`src/bus_arbiter.sv`:
```
// Round-robin arbiter for the two bus controllers, holding the grant while the owner keeps br high
module bus_arbiter (
   input  logic        bus_clk,
   input  logic        rst_n,
   input  logic [1:0]  br,
   output logic [1:0]  bg
);

   logic   last_owner;
   logic   owner_busy;
   logic   pick;
   logic   pick_valid;

   // Current owner still wants the bus
   assign owner_busy = |(bg & br);

   // Other channel first, then the last owner again
   always_comb begin
      pick       = last_owner;
      pick_valid = 1'b0;
      if (br[!last_owner]) begin
         pick       = !last_owner;
         pick_valid = 1'b1;
      end else if (br[last_owner]) begin
         pick       = last_owner;
         pick_valid = 1'b1;
      end
   end

   always_ff @(posedge bus_clk) begin
      if (!rst_n) begin
         bg         <= 2'b00;
         last_owner <= 1'b0;
      end else if (!owner_busy) begin
         if (pick_valid) begin
            bg         <= pick ? 2'b10 : 2'b01;
            last_owner <= pick;
         end else begin
            bg <= 2'b00;
         end
      end
   end

   a_grant_onehot: assert property (
      @(posedge bus_clk) disable iff (!rst_n)
      $onehot0(bg)
   );

endmodule

```
`config.mk`:
```
export PLATFORM = sky130hd
export DESIGN_NAME = bus_arbiter
export DESIGN_NICKNAME = d
export VERILOG_FILES = /design/src/bus_arbiter.sv
export SDC_FILE = /design/constraint.sdc
export NUM_CORES = 1
export LEC_CHECK = 0
export ABC_CLOCK_PERIOD_IN_PS = 1000
export BUFFER_PORTS_ARGS = -buffer_cell sky130_fd_sc_hd__buf_2
export CORE_AREA = 8 8 45 47
export DETAILED_ROUTE_END_ITERATION = 6
export DIE_AREA = 0 0 53 55
export HOLD_SLACK_MARGIN = 0.05
export PLACE_DENSITY = 0.3
export RECOVER_POWER = 100
export SKIP_LAST_GASP = 1
export SLEW_MARGIN = 30
export SYNTH_ARGS = -nofsm -noshare
export SYNTH_HDL_FRONTEND = slang
export SYNTH_SLANG_ARGS = --single-unit
```
`constraint.sdc`:
```
create_clock -name bus_clk -period 1 [get_ports bus_clk]
set_clock_uncertainty 0.15 [all_clocks]
set_input_delay 0.2 -clock bus_clk [delete_from_list [all_inputs] [get_ports bus_clk]]
set_output_delay 0.2 -clock bus_clk [all_outputs]
set_load 0.02 [all_outputs]
```
==> reports/qor.txt <==
Num CTS Buffers: 3
Final Setup Violations: 2
Skew-Pair Late Insertion Delay: 230 ps
overall track demand over capacity in global routing: 0.0349
CTS H-tree lvls: 1
routed length per placed instance: 10.3 um
Critical Path Max Stage Delay: 370 ps
Sink Count: 3
initial core utilization: 0.113
setup tns final: -118 ps
Hold Path Class: primary input to flop
Ports: 6
CP Max Fanout: 5
grt total ovfl: 0
Worst Tran Pin Value: 174 ps
Seq cells post-synth: 3
vias in the first global route: 185
DIE HEIGHT: 55 um
Slowest cell on crit path: dfxtp_4
Synth Net Count: 21
Total Power: 0.446 mW
placer congestion estimate: 0.604
crit end category: primary output
Worst setup SP type: flop
Inserted Diodes: 0
ys flop type: dfxtp_1
Leak Pwr: 0.111 nW
Die W: 53 um
row cnt: 14
clock root buffer master: clkbuf_4
Seq/Total Area, Yosys: 0.384
hold_buf cts: 0
crit-path cells: buf_6
dpl cells: 38
mean area per synthesized cell: 9.20 sq um
synth top area cells: dfxtp_1, nor3b_2, a21oi_1
Clock Path Buffers: 2
register clock-pin slew on the reported worst setup and hold paths: 40 ps
worst vdd ir: 312 uV
Hold Vio Cnt, Final: 0
Non-Filler Instances: 44
post-synthesis async set-or-reset flop share: 0
Vias/cell: 3.84
die area: 2920 sq um
CTS tree: yes
Gate Count Post-Synth: 17
unrepaired setup endpoints after global routing: yes
Iter 0 DRT Violations: 2
top cell type by total area after synthesis: dfxtp_1
# port buffers: 5
largest net degree at the start of global routing: 6
global-route wire length before repair: 621 um
final instance area: 273 sq um
placed instance area: 204 sq um
DR DRC count: 0
Area Growth Syn to Fin: 74.4%
Post-synth top cells: dfxtp_1, a21oi_1, nor3b_2
fin. max-slew vios: 0
failing checks: negative setup slack
crit path DAT: 720 ps
DRT antenna net count: 0
final net count: 33
Warnings, synthesis: 0
Yosys top cell area share: 0.384
DR vias: 169
status: finished with violations
Final Cycle Share: 1.07
power per cell area: 1630 nW/um^2
CP Buf/Inv Count: 1
most frequent cell after synthesis: dfxtp_1
post-DP HPWL: 344 um
Tmin final: 1070 ps
CP required: 650 ps
core area: 1380 sq um
Largest delay share family, worst path: flip-flops
wirelength, routed: 452 um
share of layout cells above drive strength 1: 0.607
drt pass-1 iters: 2
Post-synth EDFFs: 0
slew margin rel.: 0.884
worst setup path class: flop to primary output
worst setup margin: -65.6 ps
post-synth cell types: 13
f_max: 938 MHz
max cap viols: 0
Synth Cell Area: 156 sq um
initial antenna violation count: 0
-- final cells by class --
type	instances	area, sq um
timing repair buffer	7	56.3
clock buffer	4	26.3
inverter	1	3.75
multi-input combinational	13	97.6
tap	16	20.0
sequential	3	68.8
fill	168	1110
-- path summary, 6_finish.rpt --
| check | start | endpoint | depth (start not counted) | slack (ps) |
|---|---|---|---|---|
| hold reg to reg | last_owner | last_owner | 2 | 370 |
| setup reg to reg | bg[1] | last_owner | 3 | 10 |
| hold / removal | rst_n | bg[1] | 3 | 90 |
| setup / recovery | bg[0] | bg[0] | 1 | -70 |
-- timing repair --
| action | CTS | global route |
|---|---|---|
| hold endpoints to repair | 0 | 0 |
| setup endpoints to repair | 2 | 4 |
| pin swaps | 0 | 2 |
| gates resized for setup | 6 | 3 |
| cloned | 0 | 0 |
| buffers inserted | 2 | 0 |
-- flip-flops by register name, summed over array words and instances, names as in the netlist --
| name | cells |
|---|---|
| bg | 2 |
| last_owner | 1 |
-- layer usage --
layer | up-vias | global-route usage | part of all wire
li1 | 83 | - | -
met5 | - | 0 | 0
met4 | 0 | 0.0517 | 0
met3 | 0 | 0.0321 | 0.17
met1 | 81 | 0.0151 | 0.29
met2 | 5 | 0.0586 | 0.54
-- power by group --
group	leakage (nW)	internal [mW]	switching, mW
logic	0.0700	0.0502	0.0391
clock network	0.0150	0.149	0.0613
registers	0.0264	0.132	0.0138
total	0.111	0.331	0.114
-- per-stage QoR --
| stage | util | hold slack (ps) | worst slack [ps] |
|---|---|---|---|
| global placement | 0.147 | 341 | 30.0 |
| detailed placement | 0.147 | 337 | 19.0 |
| floorplan | - | 183 | 39.1 |
| finish | 0.197 | 91.3 | -65.6 |
| CTS | 0.190 | 85.4 | -79.1 |
| global route | 0.197 | 106 | -90.2 |
-- logic make-up (layout without fill, tap and decap cells) --
family,count (synthesis),count (layout),share of synthesized area
AND/OR/NAND/NOR,6,6,0.312
flip-flops,3,3,0.384
AO/OA/AOI/OAI,7,7,0.280
buffers and inverters,1,12,0.0240
-- cells in the final DEF (no fill, tap or decap) --
cell type and n:
a21oi_1 2, buf_4 1, nand3_1 1, nor2b_4 1, o21ai_2 1, a21boi_1 1, nand2b_1 1, dfxtp_4 2
o211ai_1 1, inv_1 1, nor3b_2 2, buf_6 3, o21ai_1 1, nand2_1 1, clkbuf_4 3, clkbuf_1 1
dfxtp_2 1, o21ai_0 1, buf_2 3
Power figures use the tool's default switching activity.
