`src/common/dma_cfg.svh`:
```
// Sizing defines for the DMA block mover, included by the package and by modules that size storage
`ifndef DMA_CFG_SVH
`define DMA_CFG_SVH

// Request FIFO depth per channel
// The client also starts with this many credits per channel
`define DMA_REQ_DEPTH 4

// Response FIFO depth, also the sink's credit count after reset
`define DMA_RSP_DEPTH 4

// Word memory size in 32-bit words, a power of two
`define DMA_MEM_WORDS 256

// Beats per 16-byte block on the 32-bit bus
`define DMA_BEATS 4

// Byte address width on the internal bus
`define DMA_ADDR_W 16

`endif

```
`src/common/dma_pkg.sv`:
```
// Shared opcode, state and transfer types for the DMA block mover, imported by every RTL module
`include "dma_cfg.svh"

package dma_pkg;

   // Client opcode
   typedef enum logic {
      OP_READ  = 1'b0,
      OP_WRITE = 1'b1
   } dma_op_e;

   // Bus controller FSM states
   typedef enum logic [2:0] {
      ST_IDLE,
      ST_REQ,
      ST_BEAT,
      ST_WAIT,
      ST_DONE
   } ctrl_state_e;

   // Block request from the client
   // addr is a byte address aligned to the block
   typedef struct packed {
      dma_op_e                      op;
      logic [`DMA_ADDR_W-1:0]       addr;
      logic [`DMA_BEATS*32-1:0]     wdata;
   } dma_req_t;

   // Completion sent to the sink
   // rdata stays zero for writes
   typedef struct packed {
      logic                         chan;
      dma_op_e                      op;
      logic [`DMA_ADDR_W-1:0]       addr;
      logic [`DMA_BEATS*32-1:0]     rdata;
   } dma_rsp_t;

   // One beat from bus master to memory
   typedef struct packed {
      logic                         valid;
      logic                         rw;
      logic [`DMA_ADDR_W-1:0]       addr;
      logic [31:0]                  wdata;
   } bus_req_t;

   // Memory reply to a beat
   typedef struct packed {
      logic                         ack;
      logic [31:0]                  rdata;
   } bus_rsp_t;

endpackage

```
`src/dma_request_queue.sv`:
```
// Per-channel request FIFO between the client and a bus controller, returning a credit per pop
`include "dma_cfg.svh"

module dma_request_queue (
   input  logic                bus_clk,
   input  logic                rst_n,
   input  logic                req_valid,
   input  dma_pkg::dma_req_t   req,
   output logic                req_credit,
   output logic                q_valid,
   output dma_pkg::dma_req_t   q_req,
   input  logic                q_ready
);
   import dma_pkg::*;

   // Depth must be a power of two so the pointers wrap on their own
   localparam int DEPTH = `DMA_REQ_DEPTH;
   localparam int PW    = $clog2(DEPTH);
   localparam int CW    = $clog2(DEPTH + 1);

   dma_req_t         fifo_mem [DEPTH];
   logic [PW-1:0]    wr_ptr;
   logic [PW-1:0]    rd_ptr;
   logic [CW-1:0]    count;
   logic             pop;

   assign q_valid = (count != '0);
   assign q_req   = fifo_mem[rd_ptr];
   assign pop     = q_valid && q_ready;

   always_ff @(posedge bus_clk) begin
      if (!rst_n) begin
         wr_ptr     <= '0;
         rd_ptr     <= '0;
         count      <= '0;
         req_credit <= 1'b0;
      end else begin
         if (req_valid) begin
            wr_ptr <= wr_ptr + 1'b1;
         end
         if (pop) begin
            rd_ptr <= rd_ptr + 1'b1;
         end
         count      <= count + CW'(req_valid) - CW'(pop);
         // One credit back per freed slot
         req_credit <= pop;
      end
   end

   always_ff @(posedge bus_clk) begin
      if (req_valid) begin
         fifo_mem[wr_ptr] <= req;
      end
   end

   // Client pushed without a credit
   a_no_push_when_full: assert property (
      @(posedge bus_clk) disable iff (!rst_n)
      req_valid |-> (count != CW'(DEPTH))
   );

endmodule

```
`config.mk`:
```
export PLATFORM = sky130hd
export DESIGN_NAME = dma_request_queue
export DESIGN_NICKNAME = d
export VERILOG_FILES = /design/src/common/dma_pkg.sv /design/src/dma_request_queue.sv
export VERILOG_INCLUDE_DIRS = /design/src /design/src/common
export SDC_FILE = /design/constraint.sdc
export NUM_CORES = 1
export LEC_CHECK = 0
export BUFFER_PORTS_ARGS = -buffer_cell sky130_fd_sc_hd__buf_2
export CAP_MARGIN = 10
export CORE_MARGIN = 5
export CORE_UTILIZATION = 51
export DETAILED_ROUTE_END_ITERATION = 10
export PLACE_DENSITY = 0.77
export SYNTH_ARGS = -nofsm -noshare
export SYNTH_HDL_FRONTEND = slang
export SYNTH_SLANG_ARGS = --single-unit
```
`constraint.sdc`:
```
create_clock -name bus_clk -period 4.8 [get_ports bus_clk]
set_input_delay 1.2 -clock bus_clk [delete_from_list [all_inputs] [get_ports bus_clk]]
set_output_delay 1.2 -clock bus_clk [all_outputs]
set_load 0.005 [all_outputs]
```
==> impl_metrics.csv <==
group,metric,value,unit
worst_setup_path,r2r-start,"count[1]",
power,irDropWorstVdd,0.000393,V
clocking,htreeDepth,2,
clocking,clock_sinks,590,
drt,drt_pass1_iterations,5,
global_routing,track_usage,0.176,
flow_run,drv_cap,0,
worst_setup_path,worst_path_max_delay_cell,"dfxtp_4",
worst_setup_path,end_kind,"primary output",
sta,timing.fmax,263,MHz
floorplan,die_area,46100,sq um
floorplan,dieWidth,215,um
sta,setup-violations-final,0,
drt,wl,40600,um
worst_setup_path,worstPathArrival,2.60,ns
worst_setup_path,crit_family,"flip-flops",
floorplan,core_area,41800,sq um
drt,dr_total_vias,9538,
global_routing,antenna_found_initial,14,
power,power.switching,2.83,mW
global_routing,grt_overflow_total,0,
floorplan,pin_count,296,
worst_setup_path,rrSetupSlack,2.63,ns
power,p_sw_frac,0.231,
drt,drc,0,
synthesis,synth.ff_latch_count,590,
clocking,clk_latency,0.58,ns
power,p_int,9.44,mW
placement,post-dp-hpwl,24600,um
worst_setup_path,crit_buf_inv,2,
worst_setup_path,slowest_delay,0.87,ns
worst_setup_path,path_depth,3,
clocking,cts_max_path_buffers,3,
clocking,tritoncts,"done",
sta,tightest_slew,1.00,ns
synthesis,avgSynthCellArea,26.6,sq um
worst_setup_path,worstRegToRegCells,7,
sta,final.setup.tns,0,ns
global_routing,grt_pass1_vias,10400,
finish,areaGrowthSynthToFinish,18.8,%
synthesis,syn-cell-area,21400,sq um
worst_setup_path,setup.worst_path.class,"register to primary output",
clocking,clock-root-buffer,"clkbuf_16",
clocking,postCtsSetupRepairBufs,0,
sta,fin_crit,3.80,ns
clocking,cts_buffers,57,
power,p_leak,8.49,nW
power,power-per-cell-area,483,nW/um^2
power,p_seq_frac,0.497,
global_routing,grt_pass1_wl,62500,um
placement,gp_congestion,0.733,
global_routing,grt_max_degree,85,
worst_setup_path,crit_chain,"buf_4 -> mux4_2 -> buf_2",
finish,final_area,25400,sq um
worst_setup_path,required,3.60,ns
synthesis,synth-seq-area-share,0.824,
drt,routedWlPerCell,23.4,um
sta,fin_crit_sh,0.793,
sta,rsz0062_at_grt,"false",
outcome,status,"finished clean",
floorplan,initial_utilization,0.512,
hold_path,holdCritStartpoint,"rd_ptr[1]",
synthesis,synthCells,803,
clocking,cts-resized-gates,0,
worst_setup_path,crit_fanout,35,
finish,fillers,2805,
floorplan,fp.dieH,215,um
sta,maxSlewViolCount,0,
placement,io_buffers,295,
power,power.total,12.3,mW
drt,drtAntennaViolNets,0,
hold_path,hp-class,"register to register",
synthesis,synth_nets,959,
worst_setup_path,startpoint_type,"register",
finish,nets,1299,
sta,fin_worst_skew,0.0124,ns
floorplan,rows,75,
drt,viasPerCell,5.50,
sta,relSlewSlack,0.332,
power,combPwrFrac,0.158,
synthesis,yosys_warnings,0,
sta,hold_viol_final,0,
worst_setup_path,cp-endpoint,"q_req[35]",
clocking,clkTransAtPathRegs,0.06,ns
placement,post_dp_cell_area,23600,sq um
finish,drive_gt1_frac,0.453,
power,p_clk_frac,0.345,
drt,initialDrtViolationCount,744,
clocking,postCtsHoldBufs,0,
synthesis,synthDistinctLibCells,20,
worst_setup_path,r2r-end,"count[2]",
Yosys cell counts:
cell type	number	area, sq um
fa_1	1	20.0
buf_6	7	78.8
inv_1	6	22.5
xor2_1	1	8.76
and2_1	9	56.3
clkbuf_1	5	18.8
nand2_1	2	7.51
dfxtp_1	10	200
o311ai_0	1	8.76
ha_1	6	75.1
buf_2	16	80.1
or3_1	1	6.26
mux4_2	145	3270
o31a_1	1	8.76
nor2b_1	1	6.26
xnor3_1	1	22.5
nand2b_1	2	12.5
buf_4	4	30.0
edfxtp_1	580	17400
mux2i_1	4	40.0
cell usage in the layout (no fill, tap or decap), drive strengths merged:
cell      Yosys  routed
fa            1       1
clkbuf        5      71
o311ai        1       1
clkinvlp      0       1
nand2         2       2
nor2b         1       1
ha            6       6
bufinv        0       5
mux2i         4       4
edfxtp      580     580
mux4        145     145
buf          27     313
inv           6       8
clkinv        0      28
or3           1       1
dfxtp        10      10
o31a          1       1
diode         0       4
and2          9       9
xor2          1       1
xnor3         1       1
nand2b        2       2
power by group through the flow:
stage               Combinational [mW]  Clock [mW]  Sequential, mW
floorplan                         1.28           0            6.10
global placement                  1.96           0            6.20
detailed placement                1.99           0            6.22
CTS                               2.00        4.34            6.11
global route                      2.12        4.59            6.13
finish                            1.94        4.24            6.10
layer usage:
| layer | track usage | vias up | part of all wire |
|---|---|---|---|
| met1 | 0.238 | 4927 | 0.40 |
| met5 | 0 | - | 0.0035 |
| met3 | 0.0685 | 81 | 0.095 |
| met4 | 0.0432 | 20 | 0.020 |
| met2 | 0.276 | 339 | 0.48 |
| li1 | - | 4171 | - |
how the worst min path moves through the flow:
stage | cells after the start | endpoint
CTS | 2 | register
global placement | 2 | register
detailed placement | 2 | register
global route | 2 | register
floorplan | 2 | register
finish | 2 | register
sequential cells by signal, summed over array words and instances, names as in the netlist, named ones only:
signal and cells:
wr_ptr 2, fifo_mem 580, count 3, req_credit 1, rd_ptr 2
metrics by stage:
| stage | setup slack (ns) | hold slack (ns) | cells | utilization |
|---|---|---|---|---|
| 2_1_floorplan | 1.38 | 0.449 | 803 | - |
| 4_1_cts | 0.850 | 0.474 | 1730 | 0.608 |
| 6_report | 0.996 | 0.479 | 1734 | 0.608 |
| 3_5_place_dp | 1.50 | 0.476 | 1623 | 0.565 |
| 5_1_grt | 0.769 | 0.478 | 1732 | 0.608 |
| 3_3_place_gp | 1.54 | 0.451 | 1623 | 0.565 |
cells by family after synthesis:
kind of cell               Yosys count  share of synthesized area
muxes                              149                      0.155
DFF                                590                      0.824
AOI/OAI and AO/OA                    2                   0.000819
adders and majority gates            7                    0.00445
and+or+nand+nor                     15                    0.00415
buffers and inverters               38                     0.0108
xor gates and xnor gates             2                    0.00146
cell type report:
type                            count  area (sq um)  share of cell area
Antenna cell                        4          10.0            0.000394
Clock buffer                       71          1480              0.0582
Clock inverter                     36           302              0.0119
Inverter                            6          22.5            0.000887
Multi-Input combinational cell    175          3550               0.140
Sequential cell                   590         17600               0.694
Tap cell                          539           674              0.0266
Timing Repair Buffer              313          1740              0.0684
worst min-delay path, delay by kind of cell, from the launching register on:
kind             cells  cell delay [ns]
multiplexers         1             0.07
AND/OR/NAND/NOR      1             0.05
flip-flops           1             0.31
Power figures use the tool's default switching activity.
