File: config.mk
export PLATFORM = sky130hd
export DESIGN_NAME = dma_bus_controller
export DESIGN_NICKNAME = d
export VERILOG_FILES = /design/src/common/dma_pkg.sv /design/src/bus_ctrl/dma_bus_controller.sv
export VERILOG_INCLUDE_DIRS = /design/src /design/src/common
export SDC_FILE = /design/constraint.sdc
export NUM_CORES = 1
export LEC_CHECK = 0
export ABC_AREA = 1
export ABC_CLOCK_PERIOD_IN_PS = 17600
export BUFFER_PORTS_ARGS = -buffer_cell sky130_fd_sc_hd__buf_2
export CAP_MARGIN = 20
export CORE_MARGIN = 5
export CORE_UTILIZATION = 57
export CTS_BUF_LIST = sky130_fd_sc_hd__clkbuf_8
export DETAILED_ROUTE_END_ITERATION = 6
export PLACE_DENSITY = 0.95
export SYNTH_ARGS = -nofsm -noshare
export SYNTH_HDL_FRONTEND = slang
export SYNTH_SLANG_ARGS = --single-unit
File: constraint.sdc
create_clock -name bus_clk -period 17.6 [get_ports bus_clk]
set_input_delay 1.76 -clock bus_clk [delete_from_list [all_inputs] [get_ports bus_clk]]
set_output_delay 1.76 -clock bus_clk [all_outputs]
set_load 0.005 [all_outputs]
File: src/common/dma_cfg.svh
// Sizing defines for the DMA block mover, included by the package and by modules that size storage
`ifndef DMA_CFG_SVH
`define DMA_CFG_SVH

// Request FIFO depth per channel
// The client also starts with this many credits per channel
`define DMA_REQ_DEPTH 4

// Response FIFO depth, also the sink's credit count after reset
`define DMA_RSP_DEPTH 4

// Word memory size in 32-bit words, a power of two
`define DMA_MEM_WORDS 256

// Beats per 16-byte block on the 32-bit bus
`define DMA_BEATS 4

// Byte address width on the internal bus
`define DMA_ADDR_W 16

`endif

File: src/common/dma_pkg.sv
// Shared opcode, state and transfer types for the DMA block mover, imported by every RTL module
`include "dma_cfg.svh"

package dma_pkg;

   // Client opcode
   typedef enum logic {
      OP_READ  = 1'b0,
      OP_WRITE = 1'b1
   } dma_op_e;

   // Bus controller FSM states
   typedef enum logic [2:0] {
      ST_IDLE,
      ST_REQ,
      ST_BEAT,
      ST_WAIT,
      ST_DONE
   } ctrl_state_e;

   // Block request from the client
   // addr is a byte address aligned to the block
   typedef struct packed {
      dma_op_e                      op;
      logic [`DMA_ADDR_W-1:0]       addr;
      logic [`DMA_BEATS*32-1:0]     wdata;
   } dma_req_t;

   // Completion sent to the sink
   // rdata stays zero for writes
   typedef struct packed {
      logic                         chan;
      dma_op_e                      op;
      logic [`DMA_ADDR_W-1:0]       addr;
      logic [`DMA_BEATS*32-1:0]     rdata;
   } dma_rsp_t;

   // One beat from bus master to memory
   typedef struct packed {
      logic                         valid;
      logic                         rw;
      logic [`DMA_ADDR_W-1:0]       addr;
      logic [31:0]                  wdata;
   } bus_req_t;

   // Memory reply to a beat
   typedef struct packed {
      logic                         ack;
      logic [31:0]                  rdata;
   } bus_rsp_t;

endpackage

File: src/bus_ctrl/dma_bus_controller.sv
// Per-channel bus master that takes one block request, moves four beats and reports completion
`include "dma_cfg.svh"

module dma_bus_controller (
   input  logic                bus_clk,
   input  logic                rst_n,
   input  logic                chan,
   // Request FIFO side
   input  logic                q_valid,
   input  dma_pkg::dma_req_t   q_req,
   output logic                q_ready,
   // Arbiter handshake
   output logic                br,
   input  logic                bg,
   // Bus beats to and from the memory
   output dma_pkg::bus_req_t   bus_out,
   input  dma_pkg::bus_rsp_t   bus_in,
   // Completion towards the response queue
   output logic                done_valid,
   output dma_pkg::dma_rsp_t   done_rsp,
   input  logic                done_ready
);
   import dma_pkg::*;

   localparam int BEAT_W = $clog2(`DMA_BEATS);

   ctrl_state_e                 state;
   ctrl_state_e                 state_next;
   dma_req_t                    cur_req;
   logic [BEAT_W-1:0]           beat;
   logic [`DMA_BEATS*32-1:0]    rbuf;
   logic                        last_beat;
   logic                        beat_acked;

   assign last_beat  = (beat == BEAT_W'(`DMA_BEATS - 1));
   // Ack only counts while a beat is in flight
   assign beat_acked = (state == ST_WAIT) && bus_in.ack;

   always_comb begin
      state_next = state;
      unique case (state)
         ST_IDLE: begin
            if (q_valid) begin
               state_next = ST_REQ;
            end
         end
         // Hold br until the registered grant shows up
         ST_REQ: begin
            if (bg) begin
               state_next = ST_BEAT;
            end
         end
         ST_BEAT: begin
            state_next = ST_WAIT;
         end
         ST_WAIT: begin
            if (bus_in.ack) begin
               state_next = last_beat ? ST_DONE : ST_BEAT;
            end
         end
         ST_DONE: begin
            if (done_ready) begin
               state_next = ST_IDLE;
            end
         end
         default: begin
            state_next = ST_IDLE;
         end
      endcase
   end

   always_ff @(posedge bus_clk) begin
      if (!rst_n) begin
         state <= ST_IDLE;
         beat  <= '0;
      end else begin
         state <= state_next;
         // Beat index counts up, the buffer slot follows it
         if (state == ST_IDLE) begin
            beat <= '0;
         end else if (beat_acked) begin
            beat <= beat + 1'b1;
         end
      end
   end

   // Request capture and read buffer
   always_ff @(posedge bus_clk) begin
      if (state == ST_IDLE && q_valid) begin
         cur_req <= q_req;
         // Cleared per request so write completions carry zero
         rbuf    <= '0;
      end else if (beat_acked && cur_req.op == OP_READ) begin
         rbuf[32*beat +: 32] <= bus_in.rdata;
      end
   end

   assign q_ready = (state == ST_IDLE);
   // Bus stays requested through the last ack
   assign br      = (state == ST_REQ) || (state == ST_BEAT) || (state == ST_WAIT);

   // Beat i goes to word i of the block
   assign bus_out.valid = (state == ST_BEAT) || (state == ST_WAIT);
   assign bus_out.rw    = (cur_req.op == OP_WRITE);
   assign bus_out.addr  = {cur_req.addr[`DMA_ADDR_W-1:BEAT_W+2], beat, 2'b00};
   assign bus_out.wdata = cur_req.wdata[32*beat +: 32];

   assign done_valid     = (state == ST_DONE);
   assign done_rsp.chan  = chan;
   assign done_rsp.op    = cur_req.op;
   assign done_rsp.addr  = cur_req.addr;
   assign done_rsp.rdata = rbuf;

   // Only the bus owner may drive a beat
   a_valid_needs_grant: assert property (
      @(posedge bus_clk) disable iff (!rst_n)
      bus_out.valid |-> bg
   );

endmodule

==> results of run 1 <==
per-layer routing:
metal / part of all wire, % / vias up / global-route usage (%)
li1: - / 5098 / -
met1: 33 / 4965 / 34.45
met2: 49 / 756 / 52.23
met3: 11 / 167 / 7.712
met4: 6.4 / 10 / 18.71
met5: 0.15 / - / 0
power breakdown:
part	leakage, µW	switching, µW	internal [µW]
Combinational	0.00422	210	89.2
Clock	0.000492	258	266
Sequential	0.00243	41.1	807
cells in the final DEF, fill, tap and decap left out:
cell and instances:
a211oi_1 1, diode_2 13, nor4_1 7, buf_4 9, inv_2 2, clkbuf_8 51, inv_1 177, buf_16 3
o22ai_1 32, nand2_1 266, clkinv_2 5, clkinv_1 6, edfxtp_1 145, inv_8 1, o21ai_0 65, nand4_1 7
ha_1 6, or2_2 1, clkinvlp_4 1, nor2_1 339, nand3_1 63, a21oi_1 33, conb_1 2, dfxtp_1 132
nor2_2 1, nand2_2 3, dfxtp_4 1, nor3_1 29, inv_6 1, buf_2 378, nor2_4 2
worst min path at each step:
stage | start | to | cells after the start
detailed placement | rbuf[14] | rbuf[14] | 2
global placement | rbuf[23] | rbuf[23] | 2
floorplan | rbuf[0] | rbuf[0] | 2
CTS | rbuf[14] | rbuf[14] | 2
global route | rbuf[16] | rbuf[16] | 2
finish | rbuf[8] | rbuf[8] | 2
layout make-up:
cell class,count,area (µm²),area share (%)
flip-flops and latches,278,7020,48.30
multi-input cells,857,3654,25.14
repair buffers,390,2042,14.05
clock buffers,51,701.9,4.829
inverters,163,611.8,4.209
well taps,270,337.8,2.324
clock inverters,30,135.1,0.9297
diodes,13,32.53,0.2238
sequential cells by signal, indices dropped and copies added (netlist names):
register	count
done_rsp	4
cur_req	128
rbuf	128
beat	2
state	3
bus_out	13
worst max-delay path, stage by stage (launching register included):
cell and delay, ns:
dfxtp_4 0.52, inv_2 0.58, buf_4 0.52, o21ai_0 0.24
o22ai_1 0.26, buf_2 0.18
cells by family after synthesis:
logic type      Yosys count  synth area share (%)
flops                   278                 59.11
compound gates          131                 5.881
buf+inv                 280                 10.21
simple gates            718                 24.14
other cells               1               0.03159
fa+ha+maj                 6                0.6324
stage by stage:
| step | instances | instance area, µm² | power (µW) | setup WS (ns) | util [%] |
|---|---|---|---|---|---|
| after detailed placement | 1956 | 13610 | 1145 | 13.32 | 66.83 |
| after CTS | 2037 | 14450 | 1671 | 12.93 | 70.94 |
| final | 2052 | 14540 | 1672 | 12.92 | 71.38 |
| after global routing | 2052 | 14540 | 1743 | 12.81 | 71.38 |
| after floorplan | 1415 | 11880 | 1047 | 10.88 | - |
| after global placement | 1955 | 13580 | 1129 | 13.38 | 66.70 |
==> results_dict.tcl, run 1 <==
set metrics [dict create \
    io_buffers 378 \
    rsz0062_at_grt "false" \
    critPathCaptureType "output pin" \
    clkTransAtPathRegs_ns 0.07 \
    slew_viol_final 0 \
    wl_per_cell_um 18.74 \
    synthArstFlopShare_pct 0 \
    hold_viol 0 \
    layout_min_cycle_time_ns 4.685 \
    dp_hpwl_um 25450 \
    track_usage_pct 30.59 \
    fillers 1438 \
    powerDensity_mw_per_mm2 115.0 \
    final_nets 1924 \
    timing.rr.start "beat[0]" \
    fin_tns_setup_ns 0 \
    setup_viol_count_final 0 \
    tightest_slew_ns 1.096 \
    grt_pass1_wl_um 57100 \
    fin_hold_ws_ns 0.4659 \
    synth_most_common_cell "nor2_1" \
    cts_buffers 44 \
    reg2reg_to "rbuf[85]" \
    reg2reg_depth 10 \
    chipWidth_um 154.3 \
    cts_setup_buffers 0 \
    synth-main-ff-cell "edfxtp_1" \
    grt_overflow_total 0 \
    cts_resized 0 \
    first_iter_violations 1046 \
    yosysUniqueCellTypes 25 \
    synth_top_cell_by_area "edfxtp_1" \
    cp_data_required_time_ns 15.84 \
    startpoint "beat[0]" \
    synth_edf_count 145 \
    synthCells 1414 \
    synthTopCellsByCount "nor2_1 (339), nand2_1 (267), inv_1 (162)" \
    drv_cap 0 \
    outcome "complete, no violations" \
    cts_max_level 2 \
    synth_area_leaders "edfxtp_1 (37%), dfxtp_1 (22%), nor2_1 (11%)" \
    r2r_slack_ns 13.85 \
    min_path_type "reg2reg" \
    clock_latency_ns 0.56 \
    critical_path_class "reg2out" \
    areaGrowthSynthToFinish_pct 22.44 \
    vias_per_cell 5.359 \
    post-route-drc-count 0 \
    ios 383 \
    critPathLaunchType "flop" \
    seq_area_frac_synth_pct 59.11 \
    die_area_mm2 0.02381 \
    grt_max_degree 97 \
    synth_top_area_share_pct 36.68 \
    synth_seq_cells 278 \
    slew_headroom_pct 26.91 \
    fin_crit_sh_pct 26.62 \
    antenna_left 0 \
    timing.fmax_mhz 213.4 \
    ir_worst_vdd_mv 0.1393 \
    rows 52 \
    netlist_area_mm2 0.01187 \
    crit_path_max_fanout 56 \
    firstDrtPassIters 7 \
    skew_ns 0.01647 \
    cts_tree "built" \
    antenna_found_initial 17 \
    critical_path_arrival_ns 2.93 \
    postCtsHoldBufs 0 \
    vias 10996 \
    clock-root-buffer "clkbuf_8" \
    drive_gt1_share_pct 25.95 \
    die_h_um 154.3 \
    yosysWarnings 0 \
    synth.avg_cell_area_um2 8.396 \
    clkSinkCount 278 \
    leakage_uw 0.007149 \
    place.gp.congestion 0.8869 \
    start_util_pct 58.29 \
    grt_pass1_vias 10416 \
    core_mm2 0.02036 \
    drt-total-wl_um 38450 \
    cts_buffer_depth 3 \
    cp-endpoint "bus_out[12]" \
]
No activity file was read; power rests on OpenSTA's default activity.
==> run 2: changes to the inputs <==
- ABC_CLOCK_PERIOD_IN_PS: 17600 -> 4600
- CORE_UTILIZATION: 57 -> 53
- PLACE_DENSITY: 0.95 -> 0.91
- clock period: 17.6 -> 4.6 ns (I/O delays scaled with it)
==> run 2 against run 1 <==
  * The flow now finishes with violations (design-rule violations)
  * Global-route usage decreased by 2.1 points
  * Register-to-register slack got worse by 12 ns
  * Core utilization decreased by 5.2 points
  * Clock-buffer cell count increased by 4
  * Sequential power increased to 3.8 times the previous value
  * Critical endpoint is now bus_out[20]
  * Combinational power increased to 3.9 times the previous value
  * Critical path depth decreased by 1
==> results_dict.tcl, run 2 (same netlist as run 1, synthesis figures left out) <==
set metrics [dict create \
    hold_depth 1 \
    wl_per_cell_um 18.58 \
    crit_path_max_fanout 93 \
    antenna_found_initial 11 \
    fin_crit_sh_pct 64.21 \
    io_buffers 378 \
    skew_ns 0.03293 \
    critical_path_arrival_ns 2.49 \
    slew_headroom_pct 28.63 \
    fin_tns_setup_ns 0 \
    drt-total-wl_um 38220 \
    core_mm2 0.02196 \
    utilization_pct 66.18 \
    reg2reg_depth 7 \
    cts_buffer_depth 3 \
    grt_pass1_vias 10556 \
    path_buf_inv 2 \
    reg2reg_to "rbuf[115]" \
    failed_checks "design-rule violations" \
    outcome "finished, violations left" \
    cts_setup_buffers 0 \
    timing.rr.start "state[1]" \
    cts_tree "built" \
    antenna_left 0 \
    cts_resized 0 \
    dpl-instance-area_mm2 0.01364 \
    chipWidth_um 159.7 \
    r2r_slack_ns 1.70 \
    final_cell_mix "buf_2 (378), nor2_1 (339), nand2_1 (266)" \
    slew_viol_final 0 \
    layout_min_cycle_time_ns 2.954 \
    grt_overflow_total 0 \
    critPathLaunchType "flop" \
    cpMaxStageDelayCell "buf_4" \
    drv_cap 0 \
    post-route-drc-count 4 \
    min_to "cur_req[73]" \
    grt_max_degree 94 \
    clkSinkCount 278 \
    tightest_slew_ns 1.067 \
    vias_per_cell 5.224 \
    final_nets 1923 \
    start_util_pct 54.06 \
    vias 10745 \
    design_area_mm2 0.01453 \
    cts_max_level 2 \
    ir_worst_vdd_mv 0.3921 \
    firstDrtPassIters 7 \
    die_area_mm2 0.02549 \
    drive_gt1_share_pct 25.92 \
    placed_cells 1967 \
    fin_hold_ws_ns 0.05156 \
    clkTransAtPathRegs_ns 0.08 \
    path_delay_family "buffers and inverters" \
    postCtsHoldBufs 0 \
    die_h_um 159.7 \
    powerDensity_mw_per_mm2 444.9 \
    cts_buffers 44 \
    track_usage_pct 28.52 \
    dp_hpwl_um 26850 \
    critPathCaptureType "output pin" \
    hold_viol 0 \
    worstHoldStart "q_req[73]" \
    rows 54 \
    ios 383 \
    cpPeakStageDelay_ns 0.76 \
    first_iter_violations 1006 \
    min_path_type "in2reg" \
    clock_latency_ns 0.58 \
    clock-root-buffer "clkbuf_8" \
    place.gp.congestion 0.9681 \
    mostFrequentLayoutCell "buf_2" \
    leakage_uw 0.007131 \
    setup_viol_count_final 0 \
    timing.fmax_mhz 338.5 \
    layoutNonFillerInstCount 2057 \
    areaGrowthSynthToFinish_pct 22.42 \
    grt_pass1_wl_um 57550 \
    crit_chain "buf_4 -> o21ai_0 -> o22ai_1 -> buf_2" \
    cp_data_required_time_ns 4.14 \
    critical_path_class "reg2out" \
    rsz0062_at_grt "false" \
]
==> run 2: cell count changes in the layout (fill, tap and decap cells not counted), sizes merged <==
| cell | change |
|---|---|
| clkbuf | +4 |
| diode | -3 |
| clkinv | -4 |
| inv | -1 |
| buf | -1 |
==> run 2: power by group <==
part / switching [µW] / internal (µW) / total (µW)
Clock: 999 / 1080 / 2080
Sequential: 140 / 3080 / 3220
Combinational: 812 / 356 / 1170
==> run 2: layout make-up <==
class                      count  area (µm²)
clock buffer                  55       757.0
inverter                     163       611.8
tap                          280       350.3
antenna                       10       25.02
timing repair buffer         389        1999
multi-input combinational    857        3654
fill                        1707        7426
clock inverter                25       115.1
sequential                   278        7020
==> run 2: routing by layer <==
metal,GRT usage (%),vias to the layer above,share of wire [%]
met4,14.04,6,5.4
met2,48.37,653,47
met1,32.64,4864,36
met3,9.149,128,11
met5,0,-,0.065
li1,-,5094,-
==> run 2: worst max path at each step <==
| stage | startpoint | end | slack [ns] | cells past startpoint |
|---|---|---|---|---|
| 2_1_floorplan | state[2] | bus_out[36] | 1.29 | 4 |
| 3_3_place_gp | state[1] | rbuf[126] | 1.94 | 7 |
| 3_5_place_dp | state[1] | rbuf[70] | 1.80 | 7 |
| 4_1_cts | beat[0] | bus_out[20] | 1.67 | 4 |
| 5_1_grt | state[1] | rbuf[121] | 1.42 | 8 |
| 6_report | beat[0] | bus_out[20] | 1.65 | 4 |
==> run 2: worst register-to-register path, delay by kind of cell (launching register included) <==
kind | cells | cell delay [ns]
and+or+nand+nor | 7 | 2.29
DFF | 1 | 0.48
==> run 2: stage by stage <==
| step | power (µW) | setup WS (ns) |
|---|---|---|
| global placement | 4356 | 1.941 |
| CTS | 6462 | 1.669 |
| floorplan | 3965 | 1.293 |
| global route | 6736 | 1.423 |
| detailed placement | 4409 | 1.799 |
| finish | 6466 | 1.646 |
