### src/common/dma_cfg.svh
// Sizing defines for the DMA block mover, included by the package and by modules that size storage
`ifndef DMA_CFG_SVH
`define DMA_CFG_SVH

// Request FIFO depth per channel
// The client also starts with this many credits per channel
`define DMA_REQ_DEPTH 4

// Response FIFO depth, also the sink's credit count after reset
`define DMA_RSP_DEPTH 4

// Word memory size in 32-bit words, a power of two
`define DMA_MEM_WORDS 256

// Beats per 16-byte block on the 32-bit bus
`define DMA_BEATS 4

// Byte address width on the internal bus
`define DMA_ADDR_W 16

`endif

### src/common/dma_pkg.sv
// Shared opcode, state and transfer types for the DMA block mover, imported by every RTL module
`include "dma_cfg.svh"

package dma_pkg;

   // Client opcode
   typedef enum logic {
      OP_READ  = 1'b0,
      OP_WRITE = 1'b1
   } dma_op_e;

   // Bus controller FSM states
   typedef enum logic [2:0] {
      ST_IDLE,
      ST_REQ,
      ST_BEAT,
      ST_WAIT,
      ST_DONE
   } ctrl_state_e;

   // Block request from the client
   // addr is a byte address aligned to the block
   typedef struct packed {
      dma_op_e                      op;
      logic [`DMA_ADDR_W-1:0]       addr;
      logic [`DMA_BEATS*32-1:0]     wdata;
   } dma_req_t;

   // Completion sent to the sink
   // rdata stays zero for writes
   typedef struct packed {
      logic                         chan;
      dma_op_e                      op;
      logic [`DMA_ADDR_W-1:0]       addr;
      logic [`DMA_BEATS*32-1:0]     rdata;
   } dma_rsp_t;

   // One beat from bus master to memory
   typedef struct packed {
      logic                         valid;
      logic                         rw;
      logic [`DMA_ADDR_W-1:0]       addr;
      logic [31:0]                  wdata;
   } bus_req_t;

   // Memory reply to a beat
   typedef struct packed {
      logic                         ack;
      logic [31:0]                  rdata;
   } bus_rsp_t;

endpackage

### src/dma_response_queue.sv
// Response FIFO merging both channels' completions and sending them to the sink against credits
`include "dma_cfg.svh"

module dma_response_queue (
   input  logic                      bus_clk,
   input  logic                      rst_n,
   input  logic [1:0]                done_valid,
   input  dma_pkg::dma_rsp_t [1:0]   done_rsp,
   output logic [1:0]                done_ready,
   output logic                      rsp_valid,
   output dma_pkg::dma_rsp_t         rsp,
   input  logic                      rsp_credit
);
   import dma_pkg::*;

   localparam int DEPTH = `DMA_RSP_DEPTH;
   localparam int PW    = $clog2(DEPTH);
   localparam int CW    = $clog2(DEPTH + 1);

   dma_rsp_t         fifo_mem [DEPTH];
   logic [PW-1:0]    wr_ptr;
   logic [PW-1:0]    rd_ptr;
   logic [CW-1:0]    count;
   logic [CW-1:0]    credits;
   logic             push;
   logic             full;

   assign full = (count == CW'(DEPTH));
   // Channel 0 wins, one completion per cycle
   assign done_ready[0] = !full;
   assign done_ready[1] = !full && !done_valid[0];
   assign push          = |(done_valid & done_ready);

   // Send straight from the head while the sink has room
   assign rsp_valid = (count != '0) && (credits != '0);
   assign rsp       = fifo_mem[rd_ptr];

   always_ff @(posedge bus_clk) begin
      if (!rst_n) begin
         wr_ptr  <= '0;
         rd_ptr  <= '0;
         count   <= '0;
         credits <= CW'(DEPTH);
      end else begin
         if (push) begin
            wr_ptr <= wr_ptr + 1'b1;
         end
         if (rsp_valid) begin
            rd_ptr <= rd_ptr + 1'b1;
         end
         count   <= count + CW'(push) - CW'(rsp_valid);
         credits <= credits + CW'(rsp_credit) - CW'(rsp_valid);
      end
   end

   always_ff @(posedge bus_clk) begin
      if (push) begin
         fifo_mem[wr_ptr] <= done_valid[0] ? done_rsp[0] : done_rsp[1];
      end
   end

   a_send_needs_credit: assert property (
      @(posedge bus_clk) disable iff (!rst_n)
      rsp_valid |-> (credits != '0)
   );

   // Sink returned a credit it never received
   a_credit_overflow: assert property (
      @(posedge bus_clk) disable iff (!rst_n)
      (credits == CW'(DEPTH)) |-> !rsp_credit
   );

endmodule

### config.mk
export PLATFORM = sky130hd
export DESIGN_NAME = dma_response_queue
export DESIGN_NICKNAME = d
export VERILOG_FILES = /design/src/common/dma_pkg.sv /design/src/dma_response_queue.sv
export VERILOG_INCLUDE_DIRS = /design/src /design/src/common
export SDC_FILE = /design/constraint.sdc
export NUM_CORES = 1
export LEC_CHECK = 0
export BUFFER_PORTS_ARGS = -buffer_cell sky130_fd_sc_hd__buf_2
export CAP_MARGIN = 20
export CORE_MARGIN = 5
export CORE_UTILIZATION = 40
export CTS_BUF_LIST = sky130_fd_sc_hd__clkbuf_8
export CTS_CLUSTER_SIZE = 28
export DETAILED_ROUTE_END_ITERATION = 8
export HOLD_SLACK_MARGIN = 0.08
export PLACE_DENSITY = 0.73
export SETUP_SLACK_MARGIN = 0.05
export SLEW_MARGIN = 30
export SYNTH_ARGS = -nofsm -noshare
export SYNTH_HDL_FRONTEND = slang
export SYNTH_SLANG_ARGS = --single-unit
### constraint.sdc
create_clock -name bus_clk -period 10 [get_ports bus_clk]
set_input_delay 1.5 -clock bus_clk [delete_from_list [all_inputs] [get_ports bus_clk]]
set_output_delay 1.5 -clock bus_clk [all_outputs]
set_load 0.005 [all_outputs]
==> summary.txt, run 1 <==
Clock tree
  – CTS clk-pin slew, worst paths: 0.06 ns
  – Post-CTS setup buffer count: 0
  – Num CTS Buffers: 94
  – Post-cts hold buffer count: 0
  – Clock Sinks: 596
  – CTS tree: yes
  – Root buf cell: clkbuf_8
  – Clock Tree Buf Depth: 3
  – Worst-Skew Late Latency: 0.68 ns
  – CTS H-Tree Depth: 3
  – Resized cells post-CTS: 0

Critical path
  – Reg-to-Reg End: fifo_mem[2][104]
  – R2R Setup Slk: 7.40 ns
  – Crit Path Max Fanout: 48
  – Slowest Stage Delay on Critical Path: 0.63 ns
  – Kind of critical path: flop to output pin
  – Crit path to: rsp[120]
  – WP depth: 4
  – Cell family with most CP delay: buffers and inverters
  – Worst path bufs/invs: 3
  – Worst Reg-to-Reg Cells: 4
  – Critical-path cell list: buf_4 > buf_6 > mux4_2 > buf_2
  – CP endpoint kind: output pin
  – Worst R2R Start: count[1]
  – CP arrival: 3.41 ns
  – Critical Path Start Type: flop
  – Slowest CP cell: dfxtp_4
  – Worst EP required: 8.50 ns

Cells and area
  – Synthesis-to-finish area growth: 20.4%
  – FILL cells: 4648
  – Multi-input logic area: 0.00529 sq mm
  – Post-route cell area: 0.0282 sq mm
  – Layout cell share with drive strength beyond 1: 0.559
  – Commonest non-fill, non-tap cell in the layout: edfxtp_1
  – N_diodes: 0
  – Register Area: 0.0178 sq mm
  – Nets: 1810
  – Commonest non-fill, non-tap cells in the layout: edfxtp_1, buf_2, mux4_2, mux2_2, clkbuf_8

Drt
  – Drt via density: 5.00
  – Post-route ant nets: 0
  – Via count: 11700
  – DR iter-0 viols: 680
  – Total Wirelength: 48200 um
  – Routed length per instance: 20.6 um
  – Pre-antenna DRT Iters: 5
  – Post-route DRC: 0

Placement
  – RePlAce Congestion: 0.792
  – Area after DPL: 0.0265 sq mm
  – # port buffers: 445
  – Final HPWL DP: 31300 um

Synth
  – Synth Register Bits: 596
  – Cells after synthesis: 994
  – Seq/Total Area, Yosys: 0.759
  – Ranking of synthesized cells by area: edfxtp_1, mux4_2, mux2_2
  – Synth Area per Inst: 23.6 sq um
  – Post-Synthesis Cell Area: 0.0234 sq mm
  – Share of the synthesized area in the top cell type: 0.749
  – Yosys warnings: 0
  – Synth cell types: 26
  – Synth area leader: edfxtp_1
  – Syn nets: 1301

Global routing
  – Largest net degree at the start of global routing: 88
  – Number of global-route vias before repair: 12600
  – GR Overflow Total: 0
  – Initial antenna violation count: 1
  – Global-route wire length before repair: 72300 um
  – GRT Overall Usage: 0.148

Power and ir drop
  – P per Cell Area: 256 mW/mm^2
  – Switching Share: 0.284
  – Maximum VDD drop: 0.000142 V
  – Power share of the combinational group: 0.281
  – NetSw: 0.00205 W
  – Pleak: 9.88 nW
  – Sequential group share of total power: 0.466
  – Clock share of power: 0.253
  – Pint: 0.00517 W

STA
  – Pins Over Slew Limit: 0
  – Final Setup Violations: 0
  – Fmax achieved: 204 MHz
  – Worst Skew: 0.0405 ns
  – Crit share post-route: 0.491
  – RSZ-0062 raised after global routing: false
  – Rel. slew slack: 0.420
  – Hold Vio Cnt, Final: 0
  – Setup TNS: 0 ns
  – Post-route minimum period: 4.91 ns
  – Worst-margin pin slew: 0.869 ns
  – Min Hold Slack: 0.496 ns

Floorplan
  – Die Wd: 252 um
  – Cell row count: 88
  – Initial Util: 0.405
  – Core area: 0.0578 sq mm
  – Die H: 252 um
  – Ports: 446
  – Die area: 0.0635 sq mm

Worst hold path
  – HP Class: flop to flop

Flow run
  – Max cap viols: 0

Run status
  – Status: finished clean
cell usage after synthesis:
master / n
edfxtp_1: 584
mux2_2: 146
mux4_2: 146
buf_4: 22
buf_2: 20
dfxtp_1: 12
inv_1: 11
ha_1: 8
nor2_1: 7
a21oi_1: 5
and3_1: 4
buf_6: 4
and2_1: 3
clkbuf_1: 3
nor3_1: 3
o21ai_0: 3
fa_1: 2
nand3_1: 2
xor2_1: 2
nand2_1: 1
nor3b_1: 1
o31ai_1: 1
or2_2: 1
or3_1: 1
or4_1: 1
xnor2_1: 1
metrics by stage:
stage	total power, W	cells	utilization	setup slack (ns)
after global routing	0.00761	2335	0.487	4.73
after CTS	0.00735	2333	0.486	4.63
after global placement	0.00545	2169	0.457	5.45
final	0.00722	2335	0.487	5.09
after detailed placement	0.00550	2170	0.458	5.42
after floorplan	0.00470	994	-	4.07
power groups by stage:
stage | Combinational [W] | Clock (W) | Sequential (W)
after floorplan | 0.00129 | 0 | 0.00341
after global placement | 0.00204 | 0 | 0.00341
after detailed placement | 0.00207 | 0 | 0.00343
after CTS | 0.00208 | 0.00189 | 0.00338
after global routing | 0.00220 | 0.00201 | 0.00340
final | 0.00203 | 0.00183 | 0.00337
routing by layer:
metal / vias to the layer above / part of all wire / track usage
li1: 5225 / - / -
met1: 5945 / 0.39 / 0.185
met2: 433 / 0.51 / 0.254
met3: 69 / 0.078 / 0.0384
met4: 0 / 0.019 / 0.0462
met5: - / 0 / 0
registers in the layout, indices dropped and copies added (netlist names), named ones only:
signal,flops
count,3
credits,3
fifo_mem,584
rd_ptr,2
wr_ptr,2
cells by family after synthesis:
family	count (synthesis)	synth area share
mux	292	0.211
fa+ha+maj	10	0.00599
xor+xnor	3	0.00112
buf+inv	60	0.0155
simple gates	24	0.00540
flops	596	0.759
compound gates	9	0.00203
area by class of cell:
| class | instances | share of cell area |
|---|---|---|
| clock inverters | 66 | 0.0119 |
| clock buffers | 97 | 0.0474 |
| repair buffers | 462 | 0.0863 |
| flip-flops and latches | 596 | 0.631 |
| inverters | 11 | 0.00147 |
| well taps | 765 | 0.0340 |
| multi-input cells | 338 | 0.188 |
worst min-delay path by stage:
stage / startpoint / end / slack, ns / depth (start not counted)
2_1_floorplan: rd_ptr[1] / flop / 0.45 / 2
3_3_place_gp: rd_ptr[1] / flop / 0.46 / 2
3_5_place_dp: rd_ptr[1] / flop / 0.48 / 2
4_1_cts: rd_ptr[1] / flop / 0.49 / 2
5_1_grt: rd_ptr[1] / flop / 0.53 / 2
6_report: rd_ptr[1] / flop / 0.50 / 2
worst min-delay path: stages, from the launching register on:
cell,delay [ns]
dfxtp_1,0.31
o31ai_1,0.06
a21oi_1,0.07
Note: power is estimated with default switching activity, not from simulation.
==> run 2: changes to the inputs <==
- ABC_AREA: unset -> 1
- PLACE_DENSITY: 0.73 -> 0.75
- clock period: 10 -> 4.1 ns (I/O delays scaled with it)
==> run 2 against run 1 <==
Effect of this change:
- routed wire length increased by 24%
- total power increased to 2.7 times the previous value
- non-clock buffer count increased by 11
- clock-buffer cell count decreased by 3
- sequential share of layout area decreased by 1.2 points
- clock power increased to 2.6 times the previous value
- critical path depth increased by 1
- critical endpoint is now rsp[11]
==> summary.txt, run 2 <==
Run status
  – Status: finished clean

Critical path
  – R2R Setup Slk: 1.74 ns (-5.66 ns)
  – Worst R2R Start: count[1]
  – Worst Reg-to-Reg Cells: 11 (+7)
  – Worst EP required: 3.48 ns (-5.02 ns)
  – Reg-to-Reg End: count[2]
  – Critical Path Start Type: flop
  – Crit Path Max Fanout: 83 (+73%)
  – Kind of critical path: flop to output pin
  – CP endpoint kind: output pin
  – CP arrival: 3.02 ns (-0.39 ns)

Worst hold path
  – HP Class: primary input to flop
  – Hold path startpoint: rst_n
  – Worst Hold Path EP: credits[2]
  – Worst hold stages: 2 (unchanged)

Cells and area
  – Nets: 2717 (+50%)
  – FILL cells: 5062 (+8.9%)
  – Multi-input logic area: 0.00548 sq mm (+3.5%)
  – Layout cell share with drive strength beyond 1: 0.244 (-0.315)
  – Register bank with the most flops: fifo_mem
  – Commonest non-fill, non-tap cells in the layout: edfxtp_1, nand2_1, buf_2
  – Biggest regs: fifo_mem (584), count (3), credits (3)
  – Post-route cell area: 0.0287 sq mm (+2.0%)
  – Number of flip-flops in the largest register: 584 (unchanged)
  – Synthesis-to-finish area growth: 20.2% (about the same)
  – Commonest non-fill, non-tap cell in the layout: edfxtp_1
  – Register Area: 0.0178 sq mm (unchanged)

Placement
  – RePlAce Congestion: 0.784 (-1.0%)
  – # port buffers: 445 (unchanged)
  – Area after DPL: 0.0269 sq mm (+1.8%)
  – Final HPWL DP: 36900 um (+18%)

Power and ir drop
  – Pleak: 11.2 nW (+13%)
  – Maximum VDD drop: 0.000348 V (+140%)
  – Pint: 0.0127 W (+150%)
  – NetSw: 0.00683 W (+230%)
  – P per Cell Area: 680 mW/mm^2 (+170%)
  – Sequential group share of total power: 0.428 (-0.038)
  – Switching Share: 0.350 (+0.0651)
  – Clock share of power: 0.243 (-0.010)
  – Power share of the combinational group: 0.329 (+0.048)

Drt
  – Total Wirelength: 59800 um (+24%)
  – Post-route ant nets: 0 (unchanged)
  – DR iter-0 viols: 1300 (+91%)
  – Post-route DRC: 0 (unchanged)
  – Routed length per instance: 18.4 um (-11%)
  – Drt via density: 5.20 (+4.0%)
  – Pre-antenna DRT Iters: 5 (unchanged)
  – Via count: 16900 (+45%)

Synth
  – Synth Area per Inst: 12.1 sq um (-48%)
  – Synth Area in Compound Gates: 0.100 (+0.0982)
  – XOR/XNOR Fraction of Synth Area: 0.000367 (-0.000756)
  – Synth cell types: 21 (-19%)
  – Synth cell count leaders: edfxtp_1, nand2_1, nor2_1, o21ai_0, o22ai_1
  – Seq/Total Area, Yosys: 0.744 (-0.0153)
  – Post-synth top flop: edfxtp_1
  – Share of the synthesized area in the top cell type: 0.734 (-0.0151)
  – Cells after synthesis: 1969 (+98%)
  – Yosys warnings: 0 (unchanged)
  – Syn nets: 2276 (+75%)
  – Most frequent cell after synthesis: edfxtp_1
  – Synth area leader: edfxtp_1
  – Number of synthesized flops with an enable pin: 584 (unchanged)
  – Synth async-reset ratio: 0 (unchanged)
  – Post-Synthesis Cell Area: 0.0239 sq mm (+2.1%)
  – Ranking of synthesized cells by area: edfxtp_1, nand2_1, nor2_1
  – Synth Register Bits: 596 (unchanged)
  – Adder-Cell Fraction of Synth Area: 0.00587 (-0.000120)
  – Main combinational cell family by area after synthesis: simple AND/OR/NAND/NOR gates
  – Fraction of synthesized area in multiplexers: 0 (-0.211)
  – Post-Synth Simple-Gate Area: 0.121 (+0.116)

STA
  – Hold Vio Cnt, Final: 0 (unchanged)
  – RSZ-0062 raised after global routing: false
  – Rel. slew slack: 0.354 (-0.0665)
  – Worst Skew: 0.0492 ns (+0.00871 ns)
  – Pins Over Slew Limit: 0 (unchanged)
  – Post-route minimum period: 3.63 ns
  – Fmax achieved: 275 MHz
  – Min Hold Slack: 0.203 ns (-0.294 ns)
  – Crit share post-route: 0.886
  – Final Setup Violations: 0 (unchanged)
  – Worst-margin pin slew: 0.969 ns (+0.0998 ns)

Global routing
  – GRT Overall Usage: 0.176 (+0.0284)
  – Global-route wire length before repair: 89800 um (+24%)
  – Number of global-route vias before repair: 17000 (+35%)
  – Largest net degree at the start of global routing: 95 (+8.0%)
  – Initial antenna violation count: 1 (unchanged)
  – GR Overflow Total: 0 (unchanged)

Clock tree
  – Worst-Skew Late Latency: 0.70 ns (+0.02 ns)
  – CTS clk-pin slew, worst paths: 0.06 ns (about the same)
  – Post-cts hold buffer count: 0 (unchanged)
  – Clock Sinks: 596 (unchanged)
  – Resized cells post-CTS: 0 (unchanged)
  – Root buf cell: clkbuf_8
  – Num CTS Buffers: 94 (unchanged)
  – CTS tree: yes
  – CTS H-Tree Depth: 3 (unchanged)
  – Post-CTS setup buffer count: 0 (unchanged)
  – Clock Tree Buf Depth: 3 (unchanged)

Floorplan
  – Die Wd: 254 um (+0.98%)
  – Cell row count: 89 (+1.1%)
  – Die area: 0.0647 sq mm (+2.0%)
  – Die H: 254 um (+0.98%)
  – Initial Util: 0.404 (-0.000950)
  – Core area: 0.0591 sq mm (+2.3%)
  – Ports: 446 (unchanged)

Flow run
  – Max cap viols: 0 (unchanged)
-- run 2: power by group through the flow --
stage / sequential [W] / clock, W / combinational, W
floorplan: 0.00849 / 0 / 0.00359
global placement: 0.00843 / 0 / 0.00636
detailed placement: 0.00849 / 0 / 0.00652
CTS: 0.00837 / 0.00487 / 0.00654
global route: 0.00845 / 0.00514 / 0.00708
finish: 0.00836 / 0.00475 / 0.00644
-- run 2: through the flow --
| step | cells | util | setup slack [ns] | power [W] | TNS [ns] |
|---|---|---|---|---|---|
| 2_1_floorplan | 1969 | - | -1.07 | 0.0121 | -624.39 |
| 3_3_place_gp | 3087 | 0.456 | 1.32 | 0.0148 | 0 |
| 3_5_place_dp | 3087 | 0.456 | 1.19 | 0.0150 | 0 |
| 4_1_cts | 3252 | 0.486 | 0.438 | 0.0198 | 0 |
| 5_1_grt | 3253 | 0.486 | 0.298 | 0.0207 | 0 |
| 6_report | 3253 | 0.486 | 0.467 | 0.0196 | 0 |
-- run 2: per-layer routing --
layer,wire length (um),part of all wire,global-route usage
met1,22700,0.38,0.210
met2,31200,0.52,0.312
met3,4000,0.067,0.0414
met4,1870,0.031,0.0660
met5,0,0,0
-- run 2: worst max path at each step --
stage                     end  slack (ns)
2_1_floorplan  fifo_mem[0][0]       -1.07
3_3_place_gp         count[2]        1.32
3_5_place_dp          rsp[11]        1.19
4_1_cts               rsp[11]        0.44
5_1_grt               rsp[11]        0.30
6_report              rsp[11]        0.47
-- run 2: kinds of logic (layout without fill, tap and decap cells) --
family / count (synthesis) / in the layout
simple gates: 770 / 770
flops: 596 / 596
compound gates: 442 / 442
buf+inv: 150 / 660
fa+ha+maj: 10 / 10
xor+xnor: 1 / 1
other cells: 0 / 1
-- run 2: cell type report --
type,instances,area share
Inverter,22,0.00331
Timing Repair Buffer,473,0.0910
Sequential cell,596,0.619
Clock buffer,94,0.0450
Antenna cell,1,0.0000871
Multi-Input combinational cell,1223,0.191
Tap cell,773,0.0337
Clock inverter,71,0.0173
-- run 2: worst max-delay path, stage by stage (launching register included) --
cell and delay (ns):
dfxtp_4 0.70, buf_12 0.36, buf_4 0.43, o21ai_0 0.19
o22ai_1 0.34, buf_2 0.18
